File: config.mk
export PLATFORM = sky130hd
export DESIGN_NAME = cdi_loader_top
export DESIGN_NICKNAME = d
export VERILOG_FILES = /design/src/source/cdi_load_pkg.sv /design/src/source/cdi_mem_pkg.sv /design/src/source/cdi_loader_top.sv /design/src/source/sdram_prep_arbiter.sv /design/src/source/rom_write_fifo.sv /design/src/source/download_unpacker.sv
export SDC_FILE = /design/constraint.sdc
export NUM_CORES = 1
export LEC_CHECK = 0
export BUFFER_PORTS_ARGS = -buffer_cell sky130_fd_sc_hd__clkbuf_2
export CAP_MARGIN = 10
export CORE_ASPECT_RATIO = 2
export CORE_MARGIN = 4
export CORE_UTILIZATION = 49
export DETAILED_ROUTE_END_ITERATION = 7
export MAX_ROUTING_LAYER = met4
export PLACE_DENSITY_LB_ADDON = 0.12
export SLEW_MARGIN = 20
export SYNTH_ARGS = -nofsm -noshare
export SYNTH_HDL_FRONTEND = slang
export SYNTH_SLANG_ARGS = --single-unit
File: constraint.sdc
create_clock -name clk_sys -period 2.8 [get_ports clk_sys]
set_clock_uncertainty 0.05 [all_clocks]
set_input_delay 0.28 -clock clk_sys [delete_from_list [all_inputs] [get_ports clk_sys]]
set_output_delay 0.28 -clock clk_sys [all_outputs]
set_load 0.01 [all_outputs]
File: src/source/cdi_load_pkg.sv
`default_nettype none

package cdi_load_pkg;

    // Download stream from the HPS side
    localparam int IOCTL_ADDR_W  = 25;
    localparam int IOCTL_DATA_W  = 16;
    localparam int IOCTL_INDEX_W = 16;

    typedef logic [IOCTL_ADDR_W-1:0]  ioctl_addr_t;
    typedef logic [IOCTL_DATA_W-1:0]  ioctl_data_t;
    typedef logic [IOCTL_INDEX_W-1:0] ioctl_index_t;

    // Index bit set for the slave WORM image, clear for the main ROM
    localparam int WORM_INDEX_BIT = 6;

    // Slave write-once memory, byte wide
    localparam int WORM_ADDR_W = 13;
    localparam int WORM_DATA_W = 8;

    typedef logic [WORM_ADDR_W-1:0] worm_addr_t;
    typedef logic [WORM_DATA_W-1:0] worm_data_t;

endpackage

`default_nettype wire

File: src/source/cdi_mem_pkg.sv
`default_nettype none

package cdi_mem_pkg;

    // ====================
    // SDRAM memory map
    // ====================

    localparam int SDRAM_ADDR_W = 25;
    localparam int SDRAM_DATA_W = 16;

    // Word address carried from the download stream into the ROM window
    localparam int ROM_WORD_W = 21;

    typedef logic [SDRAM_ADDR_W-1:0] sdram_addr_t;
    typedef logic [SDRAM_DATA_W-1:0] sdram_data_t;

    // Top address field that selects the main ROM window
    localparam logic [2:0] ROM_WINDOW_BASE = 3'b001;

    // Command port owners, highest priority first
    typedef enum logic [1:0] {
        ROM_DOWNLOAD,
        RAM_ZERO,
        REFRESH,
        IDLE
    } sdram_owner_e;

endpackage

`default_nettype wire
File: src/source/cdi_loader_top.sv
`timescale 1ns/1ps
`default_nettype none

module cdi_loader_top #(
    parameter int FIFO_DEPTH = 4,
    parameter int ZERO_WORDS = 16
) (
    input  wire                        clk_sys,
    input  wire                        cditop_reset,

    // Download stream
    input  wire                        ioctl_download,
    input  wire                        ioctl_wr,
    input  cdi_load_pkg::ioctl_addr_t  ioctl_addr,
    input  cdi_load_pkg::ioctl_data_t  ioctl_dout,
    input  cdi_load_pkg::ioctl_index_t ioctl_index,

    // SDRAM command port
    input  wire                        sdram_busy,
    output cdi_mem_pkg::sdram_addr_t   sdram_addr,
    output cdi_mem_pkg::sdram_data_t   sdram_din,
    output logic                       sdram_wr,
    output logic                       sdram_rd,
    output logic                       sdram_refresh,
    output logic                       sdram_word,

    // Slave WORM
    output logic                       worm_wr,
    output cdi_load_pkg::worm_addr_t   worm_addr,
    output cdi_load_pkg::worm_data_t   worm_data,

    output logic                       zero_done,
    output logic                       load_overflow
);

    import cdi_mem_pkg::*;

    logic                  push;
    logic [ROM_WORD_W-1:0] push_addr;
    sdram_data_t           push_data;
    logic                  pop;
    logic                  not_empty;
    logic [ROM_WORD_W-1:0] head_addr;
    sdram_data_t           head_data;

    download_unpacker unpacker_i (
        .clk_sys      (clk_sys),
        .cditop_reset (cditop_reset),
        .ioctl_wr     (ioctl_wr),
        .ioctl_addr   (ioctl_addr),
        .ioctl_dout   (ioctl_dout),
        .ioctl_index  (ioctl_index),
        .push         (push),
        .push_addr    (push_addr),
        .push_data    (push_data),
        .worm_wr      (worm_wr),
        .worm_addr    (worm_addr),
        .worm_data    (worm_data)
    );

    rom_write_fifo #(
        .FIFO_DEPTH (FIFO_DEPTH)
    ) fifo_i (
        .clk_sys       (clk_sys),
        .cditop_reset  (cditop_reset),
        .push          (push),
        .push_addr     (push_addr),
        .push_data     (push_data),
        .pop           (pop),
        .not_empty     (not_empty),
        .head_addr     (head_addr),
        .head_data     (head_data),
        .load_overflow (load_overflow)
    );

    sdram_prep_arbiter #(
        .ZERO_WORDS (ZERO_WORDS)
    ) arbiter_i (
        .clk_sys        (clk_sys),
        .cditop_reset   (cditop_reset),
        .ioctl_download (ioctl_download),
        .not_empty      (not_empty),
        .head_addr      (head_addr),
        .head_data      (head_data),
        .sdram_busy     (sdram_busy),
        .pop            (pop),
        .zero_done      (zero_done),
        .sdram_addr     (sdram_addr),
        .sdram_din      (sdram_din),
        .sdram_wr       (sdram_wr),
        .sdram_rd       (sdram_rd),
        .sdram_refresh  (sdram_refresh),
        .sdram_word     (sdram_word)
    );

endmodule

`default_nettype wire

File: src/source/sdram_prep_arbiter.sv
`timescale 1ns/1ps
`default_nettype none

module sdram_prep_arbiter #(
    parameter int ZERO_WORDS = 16
) (
    input  wire                               clk_sys,
    input  wire                               cditop_reset,
    input  wire                               ioctl_download,

    input  wire                               not_empty,
    input  wire [cdi_mem_pkg::ROM_WORD_W-1:0] head_addr,
    input  cdi_mem_pkg::sdram_data_t          head_data,

    input  wire                               sdram_busy,

    output logic                              pop,
    output logic                              zero_done,

    output cdi_mem_pkg::sdram_addr_t          sdram_addr,
    output cdi_mem_pkg::sdram_data_t          sdram_din,
    output logic                              sdram_wr,
    output logic                              sdram_rd,
    output logic                              sdram_refresh,
    output logic                              sdram_word
);

    import cdi_mem_pkg::*;

    localparam int ZC_W = $clog2(ZERO_WORDS + 1);

    sdram_owner_e owner;
    sdram_owner_e owner_q;
    sdram_owner_e owner_next;

    logic            sdram_busy_q;
    logic            download_q;
    logic            download_rise;
    logic            prepare;
    logic            cmd_ok;
    logic            done_edge;
    logic            zero_complete;
    logic [ZC_W-1:0] zero_cnt;

    // ====================
    // Status decode
    // ====================

    assign download_rise = ioctl_download && !download_q;
    assign zero_done     = (zero_cnt == ZC_W'(ZERO_WORDS));
    assign prepare       = ioctl_download || !zero_done;

    // Busy falling ends the command in flight
    assign done_edge     = sdram_busy_q && !sdram_busy;
    assign pop           = done_edge && (owner_q == ROM_DOWNLOAD);
    assign zero_complete = done_edge && (owner_q == RAM_ZERO);

    // No new command in the cycle where busy falls, the FIFO head
    // and the zero address are still being updated then
    assign cmd_ok = !sdram_busy && !sdram_busy_q;

    // ====================
    // Owner selection
    // ====================

    always_comb begin
        owner_next = IDLE;

        if (prepare) begin
            owner_next = REFRESH;
            if (!zero_done) owner_next = RAM_ZERO;
            if (not_empty) owner_next = ROM_DOWNLOAD;
        end

        // Hold the owner for the whole command
        if (sdram_busy) owner = owner_q;
        else owner = owner_next;
    end

    // ====================
    // Command fields
    // ====================

    always_comb begin
        sdram_addr    = sdram_addr_t'({zero_cnt, 1'b0});
        sdram_din     = '0;
        sdram_wr      = 1'b0;
        sdram_rd      = 1'b0;
        sdram_refresh = 1'b0;
        sdram_word    = 1'b0;

        case (owner)
            ROM_DOWNLOAD: begin
                sdram_addr = {ROM_WINDOW_BASE, head_addr, 1'b0};
                sdram_din  = head_data;
                sdram_wr   = cmd_ok;
                sdram_word = 1'b1;
            end
            RAM_ZERO: begin
                sdram_wr   = cmd_ok;
                sdram_word = 1'b1;
            end
            REFRESH: begin
                sdram_rd      = cmd_ok;
                sdram_refresh = cmd_ok;
                sdram_word    = 1'b1;
            end
            default: begin
            end
        endcase
    end

    // ====================
    // Registers
    // ====================

    always_ff @(posedge clk_sys) begin
        if (cditop_reset) begin
            owner_q      <= IDLE;
            sdram_busy_q <= 1'b0;
            download_q   <= 1'b0;
            // Start with the sweep finished
            zero_cnt     <= ZC_W'(ZERO_WORDS);
        end else begin
            owner_q      <= owner;
            sdram_busy_q <= sdram_busy;
            download_q   <= ioctl_download;

            // New download restarts the sweep at address 0
            if (download_rise) zero_cnt <= '0;
            else if (zero_complete) zero_cnt <= zero_cnt + 1'b1;
        end
    end

endmodule

`default_nettype wire

File: src/source/rom_write_fifo.sv
`timescale 1ns/1ps
`default_nettype none

module rom_write_fifo #(
    parameter int FIFO_DEPTH = 4
) (
    input  wire                               clk_sys,
    input  wire                               cditop_reset,

    input  wire                               push,
    input  wire [cdi_mem_pkg::ROM_WORD_W-1:0] push_addr,
    input  cdi_mem_pkg::sdram_data_t          push_data,
    input  wire                               pop,

    output logic                              not_empty,
    output logic [cdi_mem_pkg::ROM_WORD_W-1:0] head_addr,
    output cdi_mem_pkg::sdram_data_t          head_data,
    output logic                              load_overflow
);

    import cdi_mem_pkg::*;

    localparam int PTR_W = (FIFO_DEPTH > 1) ? $clog2(FIFO_DEPTH) : 1;
    localparam int CNT_W = $clog2(FIFO_DEPTH + 1);

    logic [ROM_WORD_W-1:0] addr_mem [FIFO_DEPTH];
    sdram_data_t           data_mem [FIFO_DEPTH];

    logic [PTR_W-1:0] wr_ptr;
    logic [PTR_W-1:0] rd_ptr;
    logic [CNT_W-1:0] count;
    logic             full;
    logic             wr_en;
    logic             rd_en;

    // Wrap at the configured depth, which need not be a power of two
    function automatic logic [PTR_W-1:0] ptr_inc(input logic [PTR_W-1:0] ptr);
        if (ptr == PTR_W'(FIFO_DEPTH - 1)) begin
            return '0;
        end
        return ptr + 1'b1;
    endfunction

    assign full      = (count == CNT_W'(FIFO_DEPTH));
    assign not_empty = (count != '0);
    assign wr_en     = push && !full;
    assign rd_en     = pop && not_empty;

    assign head_addr = addr_mem[rd_ptr];
    assign head_data = data_mem[rd_ptr];

    always_ff @(posedge clk_sys) begin
        if (wr_en) begin
            addr_mem[wr_ptr] <= push_addr;
            data_mem[wr_ptr] <= push_data;
        end
    end

    always_ff @(posedge clk_sys) begin
        if (cditop_reset) begin
            wr_ptr        <= '0;
            rd_ptr        <= '0;
            count         <= '0;
            load_overflow <= 1'b0;
        end else begin
            if (wr_en) wr_ptr <= ptr_inc(wr_ptr);
            if (rd_en) rd_ptr <= ptr_inc(rd_ptr);

            case ({wr_en, rd_en})
                2'b10:   count <= count + 1'b1;
                2'b01:   count <= count - 1'b1;
                default: count <= count;
            endcase

            // Sticky until reset, the dropped word is lost
            if (push && full) load_overflow <= 1'b1;
        end
    end

endmodule

`default_nettype wire

File: src/source/download_unpacker.sv
`timescale 1ns/1ps
`default_nettype none

module download_unpacker (
    input  wire                               clk_sys,
    input  wire                               cditop_reset,

    input  wire                               ioctl_wr,
    input  cdi_load_pkg::ioctl_addr_t         ioctl_addr,
    input  cdi_load_pkg::ioctl_data_t         ioctl_dout,
    input  cdi_load_pkg::ioctl_index_t        ioctl_index,

    output logic                              push,
    output logic [cdi_mem_pkg::ROM_WORD_W-1:0] push_addr,
    output cdi_mem_pkg::sdram_data_t          push_data,

    output logic                              worm_wr,
    output cdi_load_pkg::worm_addr_t          worm_addr,
    output cdi_load_pkg::worm_data_t          worm_data
);

    import cdi_mem_pkg::*;
    import cdi_load_pkg::*;

    logic       rom_strobe;
    logic       worm_strobe;
    logic       worm_strobe_q;
    worm_data_t worm_high;

    // Index decode
    assign worm_strobe = ioctl_wr && ioctl_index[WORM_INDEX_BIT];
    assign rom_strobe  = ioctl_wr && !ioctl_index[WORM_INDEX_BIT];

    // ====================
    // Strobes
    // ====================

    always_ff @(posedge clk_sys) begin
        if (cditop_reset) begin
            push          <= 1'b0;
            worm_strobe_q <= 1'b0;
            worm_wr       <= 1'b0;
        end else begin
            push          <= rom_strobe;
            worm_strobe_q <= worm_strobe;
            // Two byte writes, one per cycle
            worm_wr       <= worm_strobe || worm_strobe_q;
        end
    end

    // ====================
    // Payload
    // ====================

    // ROM word goes out byte swapped, low byte in the upper half
    always_ff @(posedge clk_sys) begin
        if (rom_strobe) begin
            push_addr <= ioctl_addr[ROM_WORD_W:1];
            push_data <= {ioctl_dout[7:0], ioctl_dout[15:8]};
        end
    end

    always_ff @(posedge clk_sys) begin
        if (worm_strobe) begin
            // Lower byte first
            worm_addr <= ioctl_addr[WORM_ADDR_W-1:0];
            worm_data <= ioctl_dout[WORM_DATA_W-1:0];
            worm_high <= ioctl_dout[IOCTL_DATA_W-1:WORM_DATA_W];
        end else begin
            // Upper byte on the following cycle, odd address
            worm_data    <= worm_high;
            worm_addr[0] <= 1'b1;
        end
    end

endmodule

`default_nettype wire

==> results.toml <==
[status]
status = "complete, no violations"

[timing]
setup_violations = 0
rsz0062_at_grt = "false"
clock.fmax_ghz = 0.376
fin_crit_sh_pct = 95.0
whs_ps = 115
slew_headroom_pct = 27.1
fin_crit_ps = 2660
tns_ps = 0
drv_slew = 0
tightest_slew_ps = 1090
hold_violations = 0

[cells_and_area]
stdcell_area_sq_mm = 0.0106
drive_gt1_share_pct = 34.4
nFillCells = 1323
synthToLayoutAreaGrowth_pct = 21.4
n_antenna_cell = 0
layout.nets = 673

[clock_tree]
root_buffer = "clkbuf_16"
numCtsBuffers = 21
path_clk_slew_ps = 60
worst_skew_pair.late_latency_ps = 490
numClockSinks = 236
htree_num_levels = 1
tritoncts = "done"
clockBufferDepth = 3

[critical_path]
path_class = "reg2out"
max_stage_delay_ps = 350
startpoint_type = "flip-flop"
critPathMaxFanout = 7
slowest_stage = "dfxtp_1"
cp_data_arrival_time_ps = 2330
cp.required_ps = 2470
endpoint_kind = "primary output"
path_cells = "inv_1 -> ha_1 -> nand4bb_4 -> o311ai_4 -> buf_4 -> mux2_2 -> clkbuf_2"
crit_buf_inv = 3
crit_family = "buffers and inverters"

[grt]
gr-total-overflow = 0
antenna_found_initial = 0
grt_start_max_net_pins = 39
grt_pass1_vias = 4822
grt_first_pass_wirelength_um = 26500
grtUsageTotal_pct = 18.0

[job]
cap_viol_max_count = 0

[floorplan]
dieArea_sq_mm = 0.0201
core_sq_mm = 0.0174
ios = 131
num_rows = 68
start_util_pct = 50.3
die_w_um = 102
fp.dieH_um = 197

[power]
power.density_mw_per_mm2 = 655
total_power_uw = 6940
p_switching_uw = 1420
p_leak_uw = 0.00368
internal_power_uw = 5510
swShare_pct = 20.5
p_seq_share_pct = 57.6
p_comb_share_pct = 5.0
p_clk_share_pct = 37.4
peakVddDrop_mv = 0.647

[synthesis]
synth_largest_area_cell = "edfxtp_1"
synthCells = 442
synth_area_sq_mm = 0.00873
async_reset_ff_share_pct = 0
yosysWarnings = 0
synth_commonest_cells = "205 x edfxtp_1, 37 x mux4_2, 31 x dfxtp_1, 31 x nor2b_1, 14 x mux2_2"
synth_area_leaders = "edfxtp_1 71%, mux4_2 9.5%, dfxtp_1 7.1%"
yosysSeqAreaShare_pct = 77.6
syn_area_per_cell_sq_um = 19.8
yosysMostFrequentCell = "edfxtp_1"
synth_top_area_share_pct = 70.5
synth_edf_count = 205
synth_seq_cells = 236
synth_ff_type = "edfxtp_1"
synth_cell_type_count = 41

[placement]
dp_hpwl_um = 10100
io_buffers = 109
gp_congestion = 0.726
placed_area_sq_mm = 0.00956

[routing]
drc = 0
vias = 4423
viasPerCell = 5.35
wl_um = 16900
wl_per_cell_um = 20.4
antenna_left = 0
drt_iter0_markers = 131
first_pass_iters = 4

[hold_path]
hp-class = "in2reg"
power groups by stage:
| stage | clock, uW | combinational, uW | sequential (uW) |
|---|---|---|---|
| after floorplan | 0 | 146 | 4060 |
| after global routing | 2810 | 379 | 4000 |
| after CTS | 2660 | 353 | 3990 |
| after global placement | 0 | 300 | 4060 |
| final | 2600 | 347 | 3990 |
| after detailed placement | 0 | 306 | 4070 |
cells in the final DEF (no fill, tap or decap), types with 6 or more instances in the layout:
master	n
nand2_1	8
clkbuf_16	21
mux2_2	14
nor2_1	9
dfxtp_1	29
buf_4	7
clkbuf_2	109
nor2b_1	30
edfxtp_1	205
mux4_2	37
dlygate4sd3_1	38
ha_1	8
a21oi_1	12
inv_1	12
o21ai_0	6
repair_timing:
action                                  CTS  global route
gates resized for setup                   1             1
hold buffers                             38             0
hold endpoints to repair                 62             0
endpoints found under the setup margin   38             9
buffers inserted                          2             0
pin swaps                                 1             0
per-layer routing:
| layer | vias to the layer above | part of all wire, % | global-route usage, % | wire length (um) |
|---|---|---|---|---|
| met3 | 29 | 3.6 | 2.27 | 608 |
| li1 | 2041 | - | - | - |
| met5 | - | 0 | - | 0 |
| met1 | 2255 | 37 | 20.9 | 6230 |
| met4 | 0 | 2.4 | 6.08 | 406 |
| met2 | 98 | 57 | 31.9 | 9620 |
path summary, 6_finish.rpt:
kind                                               start              endpoint  slack (ps)  cells past startpoint
worst max-delay path               arbiter_i.zero_cnt[0]         sdram_addr[4]         140                      7
worst min-delay path                      ioctl_download  arbiter_i.download_q         120                      2
worst max register to register           fifo_i.count[2]       fifo_i.count[2]         320                      8
worst min register to register  unpacker_i.worm_strobe_q    unpacker_i.worm_wr         410                      1
flip-flops by register name, summed over array words and instances (netlist names), named ones only:
register / cells
arbiter_i.owner_q: 2
fifo_i.count: 3
arbiter_i.download_q: 1
fifo_i.addr_mem: 84
fifo_i.data_mem: 64
arbiter_i.zero_cnt: 5
fifo_i.wr_ptr: 2
arbiter_i.sdram_busy_q: 1
unpacker_i.push_addr: 21
fifo_i.load_overflow: 1
unpacker_i.worm_strobe_q: 1
fifo_i.rd_ptr: 2
unpacker_i.worm_addr: 13
unpacker_i.worm_high: 8
unpacker_i.worm_wr: 1
unpacker_i.push: 1
unpacker_i.push_data: 16
unpacker_i.worm_data: 8
cell type report:
| cell class | count | area, sq um | share of cell area [%] |
|---|---|---|---|
| Sequential cell | 236 | 6780 | 64.0 |
| Inverter | 12 | 45.0 | 0.425 |
| Tap cell | 210 | 263 | 2.48 |
| Clock buffer | 26 | 554 | 5.23 |
| Clock inverter | 11 | 61.3 | 0.579 |
| Timing Repair Buffer | 157 | 1040 | 9.80 |
| Multi-Input combinational cell | 174 | 1850 | 17.5 |
logic make-up (layout without fill, tap and decap cells):
logic type               count (synthesis)  in the layout  synth area share, %
AO/OA/AOI/OAI                           28             28                 1.94
XOR/XNOR                                 2              2                0.201
adder cells (fa/ha/maj)                  9              9                 1.38
buffers and inverters                   34            206                 1.86
flip-flops                             236            236                 77.6
multiplexers                            51             51                 11.4
other                                    1              3               0.0430
AND/OR/NAND/NOR                         81             81                 5.60
stage by stage:
step | utilization, % | cells | worst slack, ps
floorplan | - | 444 | 340
detailed placement | 55.1 | 749 | 314
finish | 61.0 | 826 | 140
global route | 61.0 | 826 | 37.1
global placement | 55.1 | 749 | 385
CTS | 60.9 | 826 | 44.1
No activity file was read; power rests on OpenSTA's default activity.
